### config.mk
export PLATFORM = sky130hd
export DESIGN_NAME = cpu_top
export DESIGN_NICKNAME = d
export VERILOG_FILES = /design/src/verilog/lc3b_pkg.sv /design/src/verilog/cpu_ctrl_regs.sv /design/src/verilog/cpu_control.sv /design/src/verilog/regfile.sv /design/src/verilog/pipe_stage.sv /design/src/verilog/hazard_unit.sv /design/src/verilog/cpu_datapath.sv /design/src/verilog/cpu_top.sv
export SDC_FILE = /design/constraint.sdc
export NUM_CORES = 1
export LEC_CHECK = 0
export BUFFER_PORTS_ARGS = -buffer_cell sky130_fd_sc_hd__buf_2
export CAP_MARGIN = 30
export CELL_PAD_IN_SITES_DETAIL_PLACEMENT = 1
export CELL_PAD_IN_SITES_GLOBAL_PLACEMENT = 1
export CORE_ASPECT_RATIO = 0.6
export CORE_MARGIN = 1
export CORE_UTILIZATION = 42
export DETAILED_ROUTE_END_ITERATION = 6
export PLACE_DENSITY = 0.73
export RECOVER_POWER = 25
export REMOVE_ABC_BUFFERS = 1
export SLEW_MARGIN = 20
export SYNTH_ARGS = -nofsm -noshare
export SYNTH_HDL_FRONTEND = slang
export SYNTH_SLANG_ARGS = --single-unit
### constraint.sdc
create_clock -name clk -period 8.1 [get_ports clk]
set_clock_uncertainty 0.15 [all_clocks]
set_input_delay 0.405 -clock clk [delete_from_list [all_inputs] [get_ports clk]]
set_output_delay 0.405 -clock clk [all_outputs]
set_load 0.01 [all_outputs]
### src/verilog/lc3b_pkg.sv
package lc3b_pkg;

    localparam int WORD_W = 16;
    localparam int REG_W  = 3;
    localparam int APB_AW = 4;

    // APB register offsets
    localparam logic [APB_AW-1:0] REG_CTRL     = 4'h0;
    localparam logic [APB_AW-1:0] REG_START_PC = 4'h4;
    localparam logic [APB_AW-1:0] REG_STATUS   = 4'h8;
    localparam logic [APB_AW-1:0] REG_RETIRED  = 4'hC;

    // Forwarding mux selects for the EX operands
    localparam logic [1:0] FWD_NONE = 2'b00;
    localparam logic [1:0] FWD_WB   = 2'b01;
    localparam logic [1:0] FWD_MEM  = 2'b10;

    typedef logic [WORD_W-1:0] lc3b_word;
    typedef logic [REG_W-1:0]  lc3b_reg;
    typedef logic [2:0]        lc3b_nzp;

    typedef enum logic [3:0] {
        op_br   = 4'b0000,
        op_add  = 4'b0001,
        op_ldr  = 4'b0110,
        op_str  = 4'b0111,
        op_and  = 4'b0101,
        op_not  = 4'b1001,
        op_trap = 4'b1111
    } lc3b_opcode;

    typedef enum logic [1:0] {
        alu_add,
        alu_and,
        alu_not
    } lc3b_aluop;

    typedef struct packed {
        lc3b_opcode opcode;
        lc3b_aluop  alu_op;
        logic       use_imm;
        logic       mem_read;
        logic       mem_write;
        logic       load_regfile;
        logic       load_cc;
        logic       is_branch;
        logic       is_halt;
    } ctrl_word_t;

    typedef struct packed {
        lc3b_word pc;
        lc3b_word instr;
    } if_id_t;

    typedef struct packed {
        ctrl_word_t cw;
        lc3b_reg    dest;
        lc3b_reg    src1;
        lc3b_reg    src2;
        lc3b_word   src1_val;
        lc3b_word   src2_val;
        lc3b_word   imm5;
        lc3b_word   offset6;
        lc3b_word   pc;
    } id_ex_t;

    typedef struct packed {
        ctrl_word_t cw;
        lc3b_reg    dest;
        lc3b_word   alu_result;
        lc3b_word   store_data;
    } ex_mem_t;

    typedef struct packed {
        ctrl_word_t cw;
        lc3b_reg    dest;
        lc3b_word   wb_value;
    } mem_wb_t;

    typedef struct packed {
        logic     read;
        logic     write;
        lc3b_word addr;
        lc3b_word wdata;
    } mem_req_t;

    typedef struct packed {
        logic     resp;
        lc3b_word rdata;
    } mem_rsp_t;

    typedef struct packed {
        logic              psel;
        logic              penable;
        logic              pwrite;
        logic [APB_AW-1:0] paddr;
        lc3b_word          pwdata;
    } apb_req_t;

    typedef struct packed {
        lc3b_word prdata;
        logic     pready;
        logic     pslverr;
    } apb_rsp_t;

endpackage : lc3b_pkg

### src/verilog/cpu_ctrl_regs.sv
`timescale 1ns/1ps

module cpu_ctrl_regs
(
    input  logic                clk,
    input  logic                i_rst_n,
    input  lc3b_pkg::apb_req_t  i_apb,
    input  logic                i_halt_seen,
    input  logic                i_retire,
    output lc3b_pkg::apb_rsp_t  o_apb,
    output logic                o_run,
    output lc3b_pkg::lc3b_word  o_start_pc,
    output logic                o_launch
);

    logic               access;
    logic               wr_ctrl;
    logic               mapped;
    logic               halted;
    lc3b_pkg::lc3b_word retired;
    lc3b_pkg::lc3b_word rdata;

    // Enable phase of an APB transfer, no wait states
    assign access  = i_apb.psel && i_apb.penable;
    assign wr_ctrl = access && i_apb.pwrite && (i_apb.paddr == lc3b_pkg::REG_CTRL);
    assign mapped  = i_apb.paddr inside {lc3b_pkg::REG_CTRL, lc3b_pkg::REG_START_PC,
                                         lc3b_pkg::REG_STATUS, lc3b_pkg::REG_RETIRED};

    // Launch only on a 0 -> 1 edge of run
    assign o_launch = wr_ctrl && i_apb.pwdata[0] && !o_run;

    always_ff @(posedge clk or negedge i_rst_n) begin
        if (!i_rst_n) begin
            o_run      <= 1'b0;
            o_start_pc <= '0;
            halted     <= 1'b0;
            retired    <= '0;
        end else begin
            if (wr_ctrl) begin
                o_run <= i_apb.pwdata[0];
            end else if (i_halt_seen) begin
                o_run <= 1'b0;
            end
            if (access && i_apb.pwrite && (i_apb.paddr == lc3b_pkg::REG_START_PC)) begin
                o_start_pc <= i_apb.pwdata;
            end
            if (o_launch) begin
                halted  <= 1'b0;
                retired <= '0;
            end else begin
                if (i_halt_seen) halted <= 1'b1;
                // Count wraps silently
                if (i_retire) retired <= retired + 16'd1;
            end
        end
    end

    always_comb begin
        case (i_apb.paddr)
            lc3b_pkg::REG_CTRL:     rdata = {15'd0, o_run};
            lc3b_pkg::REG_START_PC: rdata = o_start_pc;
            // Bit 1 run, bit 0 halted
            lc3b_pkg::REG_STATUS:   rdata = {14'd0, o_run, halted};
            lc3b_pkg::REG_RETIRED:  rdata = retired;
            default:                rdata = '0;
        endcase
    end

    assign o_apb.prdata  = rdata;
    assign o_apb.pready  = 1'b1;
    assign o_apb.pslverr = access && !mapped;

endmodule : cpu_ctrl_regs

### src/verilog/cpu_control.sv
`timescale 1ns/1ps

module cpu_control
(
    input  lc3b_pkg::lc3b_word   i_instr,
    output lc3b_pkg::ctrl_word_t o_cw
);

    always_comb begin
        // Unknown opcodes fall through as a no-op
        o_cw        = '0;
        o_cw.opcode = lc3b_pkg::lc3b_opcode'(i_instr[15:12]);
        o_cw.alu_op = lc3b_pkg::alu_add;
        case (i_instr[15:12])
            lc3b_pkg::op_add: begin
                o_cw.use_imm      = i_instr[5];
                o_cw.load_regfile = 1'b1;
                o_cw.load_cc      = 1'b1;
            end
            lc3b_pkg::op_and: begin
                o_cw.alu_op       = lc3b_pkg::alu_and;
                o_cw.use_imm      = i_instr[5];
                o_cw.load_regfile = 1'b1;
                o_cw.load_cc      = 1'b1;
            end
            lc3b_pkg::op_not: begin
                o_cw.alu_op       = lc3b_pkg::alu_not;
                o_cw.load_regfile = 1'b1;
                o_cw.load_cc      = 1'b1;
            end
            lc3b_pkg::op_ldr: begin
                o_cw.mem_read     = 1'b1;
                o_cw.load_regfile = 1'b1;
                o_cw.load_cc      = 1'b1;
            end
            lc3b_pkg::op_str: begin
                o_cw.mem_write = 1'b1;
            end
            lc3b_pkg::op_br: begin
                o_cw.is_branch = 1'b1;
            end
            // TRAP only serves as HALT here
            lc3b_pkg::op_trap: begin
                o_cw.is_halt = 1'b1;
            end
            default: begin
            end
        endcase
    end

endmodule : cpu_control

### src/verilog/regfile.sv
`timescale 1ns/1ps

module regfile
(
    input  logic               clk,
    input  logic               i_rst_n,
    input  logic               i_we,
    input  lc3b_pkg::lc3b_reg  i_dest,
    input  lc3b_pkg::lc3b_reg  i_src_a,
    input  lc3b_pkg::lc3b_reg  i_src_b,
    input  lc3b_pkg::lc3b_word i_wdata,
    output lc3b_pkg::lc3b_word o_rdata_a,
    output lc3b_pkg::lc3b_word o_rdata_b
);

    lc3b_pkg::lc3b_word regs [2**lc3b_pkg::REG_W];

    always_ff @(posedge clk or negedge i_rst_n) begin
        if (!i_rst_n) begin
            regs <= '{default: '0};
        end else if (i_we) begin
            regs[i_dest] <= i_wdata;
        end
    end

    // Write-through so ID sees the value WB writes this cycle
    assign o_rdata_a = (i_we && i_dest == i_src_a) ? i_wdata : regs[i_src_a];
    assign o_rdata_b = (i_we && i_dest == i_src_b) ? i_wdata : regs[i_src_b];

endmodule : regfile

### src/verilog/pipe_stage.sv
`timescale 1ns/1ps

module pipe_stage
#(
    parameter type T = logic
)
(
    input  logic clk,
    input  logic i_rst_n,
    input  logic i_hold,
    input  logic i_bubble,
    input  logic i_valid,
    input  T     i_data,
    output logic o_valid,
    output T     o_data
);

    // Hold wins over bubble, bubble wins over load
    always_ff @(posedge clk or negedge i_rst_n) begin
        if (!i_rst_n) begin
            o_valid <= 1'b0;
        end else if (!i_hold) begin
            o_valid <= i_valid && !i_bubble;
        end
    end

    // Payload is meaningless while o_valid is low
    always_ff @(posedge clk) begin
        if (!i_hold) begin
            o_data <= i_data;
        end
    end

endmodule : pipe_stage

### src/verilog/hazard_unit.sv
`timescale 1ns/1ps

module hazard_unit
(
    input  lc3b_pkg::lc3b_reg  i_id_src1,
    input  lc3b_pkg::lc3b_reg  i_id_src2,
    input  logic               i_id_is_branch,
    input  lc3b_pkg::id_ex_t   i_ex,
    input  logic               i_ex_valid,
    input  lc3b_pkg::ex_mem_t  i_mem,
    input  logic               i_mem_valid,
    input  lc3b_pkg::mem_wb_t  i_wb,
    input  logic               i_wb_valid,
    input  logic               i_imem_wait,
    input  logic               i_dmem_wait,
    output logic [1:0]         o_fwd_a,
    output logic [1:0]         o_fwd_b,
    output logic               o_stall_front,
    output logic               o_bubble_ex,
    output logic               o_stall_all
);

    logic mem_wr, wb_wr;
    logic load_use, cc_busy;

    assign mem_wr = i_mem_valid && i_mem.cw.load_regfile;
    assign wb_wr  = i_wb_valid && i_wb.cw.load_regfile;

    // Younger result in MEM takes precedence
    assign o_fwd_a = (mem_wr && i_mem.dest == i_ex.src1) ? lc3b_pkg::FWD_MEM :
                     (wb_wr && i_wb.dest == i_ex.src1)   ? lc3b_pkg::FWD_WB  :
                                                           lc3b_pkg::FWD_NONE;
    assign o_fwd_b = (mem_wr && i_mem.dest == i_ex.src2) ? lc3b_pkg::FWD_MEM :
                     (wb_wr && i_wb.dest == i_ex.src2)   ? lc3b_pkg::FWD_WB  :
                                                           lc3b_pkg::FWD_NONE;

    // Loaded data reaches EX only from WB
    assign load_use = i_ex_valid && i_ex.cw.mem_read &&
                      (i_ex.dest == i_id_src1 || i_ex.dest == i_id_src2);

    // CC is written at the end of WB, branch compares in ID
    assign cc_busy = (i_ex_valid && i_ex.cw.load_cc) ||
                     (i_mem_valid && i_mem.cw.load_cc) ||
                     (i_wb_valid && i_wb.cw.load_cc);

    assign o_stall_front = load_use || (i_id_is_branch && cc_busy);
    assign o_bubble_ex   = o_stall_front;
    assign o_stall_all   = i_imem_wait || i_dmem_wait;

endmodule : hazard_unit

### src/verilog/cpu_datapath.sv
`timescale 1ns/1ps

module cpu_datapath
(
    input  logic                clk,
    input  logic                i_rst_n,
    input  logic                i_run,
    input  logic                i_launch,
    input  lc3b_pkg::lc3b_word  i_start_pc,
    input  lc3b_pkg::mem_rsp_t  i_imem,
    input  lc3b_pkg::mem_rsp_t  i_dmem,
    output lc3b_pkg::mem_req_t  o_imem,
    output lc3b_pkg::mem_req_t  o_dmem,
    output logic                o_retire,
    output logic                o_halt_seen
);

    // Fetch
    lc3b_pkg::lc3b_word   pc, instr_q;
    logic                 halt_fetch, fetch_done;
    logic                 imem_hit, imem_wait, if_valid, if_take;
    lc3b_pkg::if_id_t     if_in, id;
    logic                 id_valid;

    // Decode
    lc3b_pkg::ctrl_word_t id_cw;
    lc3b_pkg::lc3b_reg    id_src2;
    lc3b_pkg::lc3b_word   rdata_a, rdata_b, br_target;
    lc3b_pkg::lc3b_nzp    cc, wb_nzp;
    logic                 br_taken, redirect, halt_decode;
    lc3b_pkg::id_ex_t     ex_in, ex;
    logic                 ex_valid;

    // Execute
    logic [1:0]           fwd_a, fwd_b;
    lc3b_pkg::lc3b_word   fwd_a_val, fwd_b_val, alu_b, alu_out;
    lc3b_pkg::ex_mem_t    mem_in, mem;
    logic                 mem_valid;

    // Memory and writeback
    lc3b_pkg::lc3b_word   dmem_rdata_q, mem_rdata;
    logic                 dmem_done, dmem_req, dmem_wait;
    lc3b_pkg::mem_wb_t    wb_in, wb;
    logic                 wb_valid, wb_commit;
    logic                 stall_front, bubble_ex, stall_all;

    /* IF */
    // A fetch returned during a stall is parked in instr_q
    assign o_imem.read  = i_run && !halt_fetch && !fetch_done;
    assign o_imem.write = 1'b0;
    assign o_imem.addr  = pc;
    assign o_imem.wdata = '0;

    assign imem_hit  = o_imem.read && i_imem.resp;
    assign imem_wait = o_imem.read && !i_imem.resp;
    assign if_valid  = imem_hit || fetch_done;
    assign if_take   = !stall_all && !stall_front;

    assign if_in.pc    = pc;
    assign if_in.instr = fetch_done ? instr_q : i_imem.rdata;

    always_ff @(posedge clk or negedge i_rst_n) begin
        if (!i_rst_n) begin
            pc         <= '0;
            halt_fetch <= 1'b0;
            fetch_done <= 1'b0;
        end else if (i_launch) begin
            pc         <= i_start_pc;
            halt_fetch <= 1'b0;
            fetch_done <= 1'b0;
        end else begin
            if (halt_decode) halt_fetch <= 1'b1;
            if (if_take) begin
                fetch_done <= 1'b0;
                if (redirect) begin
                    pc <= br_target;
                end else if (if_valid) begin
                    pc <= pc + 16'd2;
                end
            end else if (imem_hit) begin
                fetch_done <= 1'b1;
            end
        end
    end

    always_ff @(posedge clk) begin
        if (imem_hit) instr_q <= i_imem.rdata;
    end

    pipe_stage #(.T(lc3b_pkg::if_id_t)) if_id_inst
    (
        .clk, .i_rst_n,
        .i_hold(stall_all || stall_front), .i_bubble(redirect || halt_decode),
        .i_valid(if_valid), .i_data(if_in),
        .o_valid(id_valid), .o_data(id)
    );

    /* ID */
    cpu_control control_inst (.i_instr(id.instr), .o_cw(id_cw));

    // STR reads its source register through port b
    assign id_src2 = id_cw.mem_write ? id.instr[11:9] : id.instr[2:0];

    regfile regfile_inst
    (
        .clk, .i_rst_n,
        .i_we(wb_commit && wb.cw.load_regfile), .i_dest(wb.dest),
        .i_src_a(id.instr[8:6]), .i_src_b(id_src2), .i_wdata(wb.wb_value),
        .o_rdata_a(rdata_a), .o_rdata_b(rdata_b)
    );

    assign wb_nzp = wb.wb_value[15] ? 3'b100 : (wb.wb_value == '0) ? 3'b010 : 3'b001;

    always_ff @(posedge clk or negedge i_rst_n) begin
        if (!i_rst_n) begin
            cc <= 3'b010;
        end else if (wb_commit && wb.cw.load_cc) begin
            cc <= wb_nzp;
        end
    end

    assign br_taken    = |(id.instr[11:9] & cc);
    assign br_target   = id.pc + 16'd2 + {{6{id.instr[8]}}, id.instr[8:0], 1'b0};
    assign redirect    = id_valid && id_cw.is_branch && br_taken && if_take;
    assign halt_decode = id_valid && id_cw.is_halt && if_take;

    assign ex_in.cw       = id_cw;
    assign ex_in.dest     = id.instr[11:9];
    assign ex_in.src1     = id.instr[8:6];
    assign ex_in.src2     = id_src2;
    assign ex_in.src1_val = rdata_a;
    assign ex_in.src2_val = rdata_b;
    assign ex_in.imm5     = {{11{id.instr[4]}}, id.instr[4:0]};
    // Word offset, already scaled to bytes
    assign ex_in.offset6  = {{9{id.instr[5]}}, id.instr[5:0], 1'b0};
    assign ex_in.pc       = id.pc;

    hazard_unit hazard_inst
    (
        .i_id_src1(id.instr[8:6]), .i_id_src2(id_src2),
        .i_id_is_branch(id_valid && id_cw.is_branch),
        .i_ex(ex), .i_ex_valid(ex_valid),
        .i_mem(mem), .i_mem_valid(mem_valid),
        .i_wb(wb), .i_wb_valid(wb_valid),
        .i_imem_wait(imem_wait), .i_dmem_wait(dmem_wait),
        .o_fwd_a(fwd_a), .o_fwd_b(fwd_b),
        .o_stall_front(stall_front), .o_bubble_ex(bubble_ex), .o_stall_all(stall_all)
    );

    pipe_stage #(.T(lc3b_pkg::id_ex_t)) id_ex_inst
    (
        .clk, .i_rst_n,
        .i_hold(stall_all), .i_bubble(bubble_ex),
        .i_valid(id_valid), .i_data(ex_in),
        .o_valid(ex_valid), .o_data(ex)
    );

    /* EX */
    assign fwd_a_val = (fwd_a == lc3b_pkg::FWD_MEM) ? mem.alu_result :
                       (fwd_a == lc3b_pkg::FWD_WB)  ? wb.wb_value : ex.src1_val;
    assign fwd_b_val = (fwd_b == lc3b_pkg::FWD_MEM) ? mem.alu_result :
                       (fwd_b == lc3b_pkg::FWD_WB)  ? wb.wb_value : ex.src2_val;

    assign alu_b = (ex.cw.mem_read || ex.cw.mem_write) ? ex.offset6 :
                   ex.cw.use_imm                       ? ex.imm5    : fwd_b_val;

    always_comb begin
        case (ex.cw.alu_op)
            lc3b_pkg::alu_and: alu_out = fwd_a_val & alu_b;
            lc3b_pkg::alu_not: alu_out = ~fwd_a_val;
            default:           alu_out = fwd_a_val + alu_b;
        endcase
    end

    assign mem_in.cw         = ex.cw;
    assign mem_in.dest       = ex.dest;
    assign mem_in.alu_result = alu_out;
    assign mem_in.store_data = fwd_b_val;

    pipe_stage #(.T(lc3b_pkg::ex_mem_t)) ex_mem_inst
    (
        .clk, .i_rst_n,
        .i_hold(stall_all), .i_bubble(1'b0),
        .i_valid(ex_valid), .i_data(mem_in),
        .o_valid(mem_valid), .o_data(mem)
    );

    /* MEM */
    // dmem_done stops a finished access from repeating while IF still waits
    assign o_dmem.read  = mem_valid && mem.cw.mem_read && !dmem_done;
    assign o_dmem.write = mem_valid && mem.cw.mem_write && !dmem_done;
    assign o_dmem.addr  = mem.alu_result;
    assign o_dmem.wdata = mem.store_data;

    assign dmem_req  = o_dmem.read || o_dmem.write;
    assign dmem_wait = dmem_req && !i_dmem.resp;
    assign mem_rdata = dmem_done ? dmem_rdata_q : i_dmem.rdata;

    always_ff @(posedge clk or negedge i_rst_n) begin
        if (!i_rst_n) begin
            dmem_done <= 1'b0;
        end else if (!stall_all) begin
            dmem_done <= 1'b0;
        end else if (dmem_req && i_dmem.resp) begin
            dmem_done <= 1'b1;
        end
    end

    always_ff @(posedge clk) begin
        if (o_dmem.read && i_dmem.resp) dmem_rdata_q <= i_dmem.rdata;
    end

    assign wb_in.cw       = mem.cw;
    assign wb_in.dest     = mem.dest;
    assign wb_in.wb_value = mem.cw.mem_read ? mem_rdata : mem.alu_result;

    pipe_stage #(.T(lc3b_pkg::mem_wb_t)) mem_wb_inst
    (
        .clk, .i_rst_n,
        .i_hold(stall_all), .i_bubble(1'b0),
        .i_valid(mem_valid), .i_data(wb_in),
        .o_valid(wb_valid), .o_data(wb)
    );

    /* WB */
    // Commit once, in the cycle WB actually advances
    assign wb_commit   = wb_valid && !stall_all;
    assign o_retire    = wb_commit;
    assign o_halt_seen = wb_commit && wb.cw.is_halt;

endmodule : cpu_datapath

### src/verilog/cpu_top.sv
`timescale 1ns/1ps

module cpu_top
(
    input  logic               clk,
    input  logic               i_rst_n,
    input  lc3b_pkg::apb_req_t i_apb,
    input  lc3b_pkg::mem_rsp_t i_imem,
    input  lc3b_pkg::mem_rsp_t i_dmem,
    output lc3b_pkg::apb_rsp_t o_apb,
    output lc3b_pkg::mem_req_t o_imem,
    output lc3b_pkg::mem_req_t o_dmem
);

    logic               run;
    logic               launch;
    logic               halt_seen;
    logic               retire;
    lc3b_pkg::lc3b_word start_pc;

    cpu_ctrl_regs ctrl_regs_inst
    (
        .clk, .i_rst_n,
        .i_apb, .o_apb,
        .i_halt_seen(halt_seen), .i_retire(retire),
        .o_run(run), .o_start_pc(start_pc), .o_launch(launch)
    );

    cpu_datapath datapath_inst
    (
        .clk, .i_rst_n,
        .i_run(run), .i_launch(launch), .i_start_pc(start_pc),
        .i_imem, .i_dmem, .o_imem, .o_dmem,
        .o_retire(retire), .o_halt_seen(halt_seen)
    );

endmodule : cpu_top

==> Yosys cells after proc, flatten, opt, wreduce, memory -nomap -nowiden <==
Index checks and enable logic that the tools add are counted.
{ "totals": {"register_bits": 374, "inputBits": 59, "output_inout_bits": 86, "elab_cells": 223} }
{ "classes": {"addsub": 5, "n_lt_le_gt_ge": 4, "eq_ne": 24, "muxes": 52, "bitwise": 6, "n_reduce_logical": 80} }
{ "op_table": {"columns": ["op", "count"], "rows": [
  ["16-bit two-way mux", 22],
  ["128-bit bitwise mux", 1],
  ["16-bit binary-select mux with 3-bit select", 2],
  ["16-bit case mux with 4 select lines", 1],
  ["16-bit demux with 3-bit select", 1],
  ["1-bit logical AND", 45],
  ["16-bit adder", 2],
  ["16-bit by 2-bit adder with 16-bit output, second input constant", 2],
  ["16-bit case mux with 2 select lines", 1],
  ["3-bit equality test", 8],
  ["1-bit two-way mux", 17],
  ["16-bit by 1-bit adder with 16-bit output, second input constant", 1],
  ["16-bit AND", 1],
  ["4-bit by 3-bit equality test with 1-bit output, second input constant", 4],
  ["4-bit equality test, second input constant", 4],
  ["16-bit logical NOT", 1],
  ["16-bit inverter", 1],
  ["4-bit greater-or-equal comparator, second input constant", 3],
  ["3-bit inverter with 4-bit output", 3],
  ["1-bit logical NOT", 10],
  ["1-bit logical OR", 10],
  ["2-bit nonzero test", 5],
  ["4-bit logical NOT", 2],
  ["2-bit two-way mux", 4],
  ["14 further kinds", 20]
]} }

==> Logic depth before layout (Yosys ltp) <==
Gate-level depths: netlist (run 1).
{ "depth": {"ltp_word": 13, "ltp_mapped": 18} }

==> Cells and area by module <==
Synthesis (run 1) repeated with hierarchy kept, for this count alone.
{ "unflattened": {"cells_unflattened": 1682, "area_unflattened_um2": 22719.3} }
{ "by_module_without_submodules": {"columns": ["mod", "n_inst", "cells_per_inst", "area_per_inst_um2"], "rows": [
  ["regfile", 1, 452, 7508.5],
  ["cpu_datapath", 1, 785, 6437.4],
  ["pipe_stage at datapath_inst.id_ex_inst", 1, 107, 3110.5],
  ["pipe_stage at datapath_inst.if_id_inst ...", 2, 37, 1008.5],
  ["cpu_ctrl_regs", 1, 160, 1769.2],
  ["pipe_stage at datapath_inst.ex_mem_inst", 1, 53, 1488.9],
  ["hazard_unit", 1, 33, 249.0],
  ["cpu_control", 1, 18, 138.9]
]} }

==> Worst setup path before layout (run 1) <==
Ideal clock, no wire load.
{ "synth_timing": {"path_type": "reg-to-reg", "startpoint": "register datapath_inst.mem_wb_inst.o_data[16] in the netlist's numbering", "endpoint": "register datapath_inst.ex_mem_inst.o_data[31] in the netlist's numbering, data pin", "setup_time_ns": 0.255, "arrival_ns": 3.786, "required_time_ns": 7.695, "setup_slack_ns": 3.909, "stages_incl_launch_ff": 17, "synth_period_minus_slack_ns": 4.191, "cell_sequence": "edfxtp_1 -> buf_4 -> xor2_1 -> nor4_4 -> mux2i_1 -> o21ai_1 -> mux2_2 -> mux2i_1 -> inv_1 -> ha_1 -> a211oi_1 -> nor4_1 -> nor2_1 -> a21oi_1 -> o221a_2 -> or3_1 -> a31o_1"} }
{ "synth_rtl": {"columns": ["element", "line", "source"], "rows": [
  ["start, declared", "pipe_stage.sv:15", "output T o_data"],
  ["start signal, assigned", "pipe_stage.sv:30", "o_data <= i_data;"],
  ["end signal, assigned", "pipe_stage.sv:30", null],
  ["end, declared", "pipe_stage.sv:15", null]
]} }

==> Worst setup path after layout (run 1) <==
{ "layout_timing": {"startpoint": "register datapath_inst.if_id_inst.o_data[6] in the netlist's numbering", "endpoint": "register datapath_inst.pc[12]"} }
{ "layout_between": {"elab_chain_cells": 10} }
{ "layout_rtl": {"columns": ["element", "line", "source"], "rows": [
  ["start, declared", "pipe_stage.sv:15", null],
  ["start signal, assigned", "pipe_stage.sv:30", null],
  ["parallel branches: the longest is 10 deep, another holds 16-bit adder", null, null],
  ["end signal, assigned", "cpu_datapath.sv:68", "pc <= i_start_pc;"],
  ["end signal, assigned", "cpu_datapath.sv:76", "pc <= br_target;"],
  ["end signal, assigned", "cpu_datapath.sv:78", "pc <= pc + 16'd2;"],
  ["end, declared", "cpu_datapath.sv:19", "lc3b_pkg::lc3b_word pc, instr_q;"]
]} }
Parallel ways; which one is timed is not known. The select of a mux whose other input is x is not followed.
A chain may end at the register's enable or synchronous reset.

==> results of run 1 <==
==> worst paths after layout <==
kind | end | start | cells past startpoint
min in group asynchronous | datapath_inst.pc[10] | i_rst_n | 2
worst max register to register | datapath_inst.pc[12] | datapath_inst.if_id_inst.o_data[6] | 11
max in group asynchronous | datapath_inst.regfile_inst.regs[118] | i_rst_n | 2
worst max-delay path | datapath_inst.pc[12] | datapath_inst.if_id_inst.o_data[6] | 11
worst min register to register | datapath_inst.ex_mem_inst.o_data[35] | datapath_inst.id_ex_inst.o_data[89] | 0
worst min-delay path | datapath_inst.dmem_done | i_imem[16] | 3
==> cell families after synthesis <==
group | synth area share (%)
DFF | 49.32
xor gates and xnor gates | 2.880
adders and majority gates | 3.082
AOI/OAI and AO/OA | 8.970
other | 0.03685
buffers and inverters | 5.415
and+or+nand+nor | 13.42
muxes | 16.87
==> layout make-up <==
class | instances | area share [%]
Clock buffer | 56 | 4.776
Clock inverter | 12 | 0.5044
Inverter | 29 | 0.4880
Multi-Input combinational cell | 1256 | 40.80
Sequential cell | 366 | 44.05
Tap cell | 640 | 3.509
Timing Repair Buffer | 208 | 5.872
==> sequential cells by signal, indices dropped and copies added (netlist names), 3 cells and up <==
name,cells
datapath_inst.regfile_inst.regs,128
datapath_inst.id_ex_inst.o_data,54
datapath_inst.ex_mem_inst.o_data,39
datapath_inst.if_id_inst.o_data,32
datapath_inst.mem_wb_inst.o_data,21
ctrl_regs_inst.o_start_pc,16
ctrl_regs_inst.retired,16
datapath_inst.dmem_rdata_q,16
datapath_inst.instr_q,16
datapath_inst.pc,16
datapath_inst.cc,3
==> placed cells by master (no fill, tap or decap), drive strengths merged, types with 47 or more instances in the layout <==
cell type,n
dfrtp,187
ha,47
mux2,165
buf,109
mux2i,82
nand2,254
o21ai,76
dlygate4sd3,49
a21oi,87
edfxtp,178
and3,51
clkbuf,106
nor2,94
==> layer usage <==
layer / global-route usage (%) / part of all wire [%] / vias to the layer above
met2: 35.19 / 43 / 424
met3: 3.404 / 5.8 / 65
met1: 37.86 / 50 / 7766
li1: - / - / 6684
met5: 0 / 0 / -
met4: 4.144 / 1.4 / 0
==> repair_timing <==
item	4_1_cts	5_1_grt
endpoints found under the setup margin	0	0
hold buffers	49	0
gates resized for setup	0	0
hold endpoints to repair	133	0
==> worst max-delay path, stage by stage (launching register included) <==
cell and delay [ns]:
edfxtp_1 0.32, clkbuf_1 2.34, ha_1 0.56, ha_1 0.35, inv_1 0.11, o22ai_1 0.14, o41ai_1 0.57, buf_1 0.22
nor3_1 0.06, a311oi_1 0.26, a221oi_1 0.12, mux2_2 0.30
==> where the power goes <==
part           total (uW)  switching, uW  internal, uW
Combinational        1970           1150           817
Sequential           2960            535          2420
Clock                1750            750           997
Total                6670           2430          4240
==> through the flow <==
stage	std cells	utilization (%)	total power, uW
6_report	2567	47.68	6669
5_1_grt	2567	47.68	7004
4_1_cts	2565	47.79	6680
3_5_place_dp	2448	44.24	4890
3_3_place_gp	2443	44.13	4766
2_1_floorplan	1651	-	4043
==> impl_metrics.toml, run 1 <==
[critical_path]
reg2reg_slack_ns = 2.46
path_max_fanout = 36
worstSetupEndpointType = "flip-flop"
critPathLaunchType = "flip-flop"
critical_path_class = "flip-flop to flip-flop"
critPathArrivalTime_ns = 5.93
required_ns = 8.38

[clocking]
cts_sinks = 366
clockRootBuffer = "clkbuf_16"
post-cts-setup-buffers = 0
cts_buffer_depth = 3
cts_buffers = 37
cts_max_level = 2
clock_latency_ns = 0.54
cts_tree = "built"
clkTransAtPathRegs_ns = 0.07

[timing]
finalSetupTns_ns = 0
setup_viol = 0
whs_ns = 0.04542
fin_ws_ns = 2.456
max_freq_mhz = 177.2
hold_viol_final = 0
rsz0062_at_grt = "false"
slew_headroom_pct = -221.7
worstMarginPinSlew_ns = 4.826
post-route-period-util_pct = 69.67
slew_violations = 208
fin_crit_ns = 5.644

[placement]
dp_slack_ns = 3.247
dp_hpwl_mm = 40.08
port_buffers = 126
gp_congestion = 0.8750
place_area_sq_um = 21180

[logic_synthesis]
yosys_register_bits = 366
async_flop_share_pct = 51.37
postSynthCellCount = 1804
yosysWarnings = 0
synth_edf_count = 178
synth_top_cell_area_share_pct = 26.23
synth_cell_type_count = 82
synth_area_leader_cell = "edfxtp_1"
synth_area_sq_um = 20380
ys_seq_area_share_pct = 49.32
syn_avg_cell_area_sq_um = 11.30
synth_commonest_cells = "252 x nand2_1, 187 x dfrtp_1, 178 x edfxtp_1, 165 x mux2_2, 90 x nor2_1"
synth_area_leaders = "edfxtp_1 26%, dfrtp_1 23%, mux2_2 9.1%"
synth_ff_type = "dfrtp_1"
synth_most_common_cell = "nand2_1"

[final_layout]
layout.nets = 2006
seq_area_sq_um = 10050
multi_input_comb_area_sq_um = 9311
fillers = 5111
area.growth.synth_to_final_pct = 11.98
layout-drive-gt1-share_pct = 20.76
n_antenna_cell = 0
layout.cell_area.non_filler_sq_um = 22820

[pwr]
power.static_leakage_uw = 0.009645
ir_drop_uv = 158.9
p_per_area_nw_per_um2 = 292.3

[global_routing]
globalRouteTotalUtil_pct = 24.04
grt_pass1_wl_mm = 92.34
grt_pass1_vias = 15440
antenna_found_initial = 0
grt_max_degree = 87
grt_overflow = 0

[floorplan]
die_x_um = 286.4
start_util_pct = 42.58
std_cell_rows = 62
die_area_sq_um = 49430
coreArea_sq_um = 47860
die-height_um = 172.6
io_pins = 145

[route]
route.detailed.drc = 0
wl_per_cell_um = 23.11
viasPerCell = 5.820
drt-initial-drc-count = 1335
ant_nets = 0
drt-total-wl_mm = 59.33
dr.pass1.iters = 5
vias = 14940

[outcome]
violations = "max-capacitance violations, max-slew violations"
status = "finished with violations"

[job]
drv_cap = 5

[min_path]
hold_class = "input pin to flip-flop"
Note: power is estimated with default switching activity, not from simulation.
==> run 2, diff against run 1 <==
Settings changed: PLACE_DENSITY 0.73 to 0.76.
Clock period 8.1 ns to 4.9 ns, I/O delays scaled along.
==> run 2 against run 1 <==
- the run still ends with max-capacitance violations, max-slew violations left
- maximum frequency rose by 23%
- first-iteration DRC count fell by 5.9%
- sequential share of layout area fell by 0.13 points
- utilization rose by 0.14 points
- via count rose by 0.75%
- setup slack got worse by 2.2 ns
- routed wire length rose by 3.1%
- count of clock-buffer cells in the layout fell by 3
- critical path depth rose by 6
- hold slack improved by 0.036 ns
- critical path type unchanged
- largest cell class unchanged
==> impl_metrics.toml, run 2 (synthesis results as in run 1) <==
[pwr]
p_sw_uw = 4071
combPwrFrac_pct = 29.2
netSwitchingFraction_pct = 36.63
internal-power_uw = 7042
power_frac_seq_pct = 44.1
clock_power_share_pct = 26.7
p_per_area_nw_per_um2 = 485.5
power.static_leakage_uw = 0.009705
p_total_uw = 11110
ir_drop_uv = 261.1

[clocking]
post-cts-setup-buffers = 0
clockRootBuffer = "clkbuf_16"
cts_buffers = 38
ctsResizeCount = 0
postCtsHoldBufs = 52
cts_max_level = 2
clkTransAtPathRegs_ns = 0.07
cts_buffer_depth = 3
cts_sinks = 366
cts_tree = "built"
clock_latency_ns = 0.56

[final_layout]
layout.nets = 2014
regMostFlops = "datapath_inst.regfile_inst.regs"
largestRegisters = "datapath_inst.regfile_inst.regs (128), datapath_inst.id_ex_inst.o_data (54), datapath_inst.ex_mem_inst.o_data (39)"
layout-drive-gt1-share_pct = 21.55
mostFrequentLayoutCells = "252 x nand2_1, 187 x dfrtp_1, 178 x edfxtp_1"
final_util_pct = 47.82
area.growth.synth_to_final_pct = 12.31
largest_register_ffs = 128
mostFrequentLayoutCell = "nand2_1"

[timing]
fin_crit_ns = 4.595
whs_ns = 0.08128
finalSetupTns_ns = 0
fin_ws_ns = 0.3054
slew_headroom_pct = -80.44
max_freq_mhz = 217.6
setup_viol = 0
post-route-period-util_pct = 93.77
slew_violations = 134
hold_viol_final = 0
rsz0062_at_grt = "false"
worstMarginPinSlew_ns = 2.707

[critical_path]
crit_buf_inv = 2
cp_cell_sequence = "nand2_1 -> nor4_4 -> buf_4 -> mux2i_1 -> o21ai_2 -> mux2i_1 -> nor3_1 -> ha_1 -> inv_1 -> fa_1 -> nor2b_1 -> o2111ai_1 -> and3_1 -> o21ai_0 -> o22ai_1 -> xor2_1 -> a21oi_1"
worstSetupEndpointType = "flip-flop"
crit_path_frequent_cell = "mux2i_1"
cp_slowest_stage_delay_ns = 0.47
critical_path.top_delay_family = "simple AND/OR/NAND/NOR gates"
critPathLaunchType = "flip-flop"
crit_slowest_cell = "fa_1"
critPathArrivalTime_ns = 4.71
critical_path_class = "flip-flop to flip-flop"
required_ns = 5.02
path_max_fanout = 15

[outcome]
status = "finished with violations"
violations = "max-capacitance violations, max-slew violations"

[route]
dr.pass1.iters = 6
viasPerCell = 5.843
drt-initial-drc-count = 1256
route.detailed.drc = 0
ant_nets = 0
wl_per_cell_um = 23.75
drt-total-wl_mm = 61.19
vias = 15050

[floorplan]
die_area_sq_um = 49430
start_util_pct = 42.58
die_x_um = 286.4
coreArea_sq_um = 47860
io_pins = 145
std_cell_rows = 62
die-height_um = 172.6

[global_routing]
grt_pass1_wl_mm = 95.28
globalRouteTotalUtil_pct = 24.84
antenna_found_initial = 0
grt_overflow = 0
grt_max_degree = 100
grt_pass1_vias = 15800

[placement]
port_buffers = 126
dp_hpwl_mm = 41.36
gp_congestion = 0.8468
dp_slack_ns = 0.3786

[min_path]
hold_class = "input pin to flip-flop"

[job]
drv_cap = 2
## run 2: changes by cell type in the layout (fill, tap and decap cells not counted), sizes merged
| cell | change |
|---|---|
| diode | +1 |
| clkinv | +2 |
| inv | +1 |
| dlygate4sd3 | +3 |
| buf | +11 |
| bufinv | +1 |
| clkbuf | -10 |
## run 2: cell type report
class	instances	area [sq um]
Multi-Input combinational cell	1256	9299
Tap cell	640	800.8
Inverter	29	111.4
Sequential cell	366	10050
Clock buffer	53	1059
Fill cell	5098	24980
Timing Repair Buffer	215	1393
Clock inverter	16	171.4
Antenna cell	1	2.502
## run 2: tightest hold or removal path, stage by stage
cell,delay (ns)
buf_2,0.11
nor4_1,0.08
and2_1,0.17
nand2_1,0.06
o21ai_0,0.08
## run 2: final timing paths
check / start / endpoint / slack (ns) / depth (start not counted)
worst max-delay path: datapath_inst.mem_wb_inst.o_valid / datapath_inst.ex_mem_inst.o_data[28] / 0.31 / 17
worst min-delay path: i_apb[16] / ctrl_regs_inst.o_run / 0.08 / 5
worst max register to register: datapath_inst.mem_wb_inst.o_valid / datapath_inst.ex_mem_inst.o_data[28] / 0.31 / 17
worst min register to register: datapath_inst.ex_mem_inst.o_data[35] / datapath_inst.mem_wb_inst.o_data[19] / 0.28 / 0
max in group asynchronous: i_rst_n / datapath_inst.regfile_inst.regs[73] / 1.71 / 3
min in group asynchronous: i_rst_n / datapath_inst.regfile_inst.regs[44] / 0.92 / 2
## run 2: power by group through the flow
stage / Combinational, uW / Sequential, uW / Clock, uW
5_1_grt: 3540 / 4970 / 3140
4_1_cts: 3240 / 4860 / 3020
2_1_floorplan: 2050 / 4630 / 0
3_3_place_gp: 3010 / 4860 / 0
3_5_place_dp: 3170 / 4900 / 0
6_report: 3250 / 4900 / 2970
## run 2: per-stage QoR
| stage | cell area (sq um) | std cells |
|---|---|---|
| after floorplan | 19440 | 1651 |
| after global placement | 21200 | 2453 |
| after detailed placement | 21200 | 2453 |
| after CTS | 22950 | 2574 |
| after global routing | 22880 | 2575 |
| final | 22890 | 2576 |
## run 2: per-layer routing
metal	part of all wire, %	global-route usage, %	vias to the layer above	routed length (um)
li1	-	-	6712	-
met1	48	37.73	7754	29420
met2	43	36.22	500	26400
met3	7.0	5.119	85	4297
met4	1.8	5.615	0	1079
met5	0	0	-	0
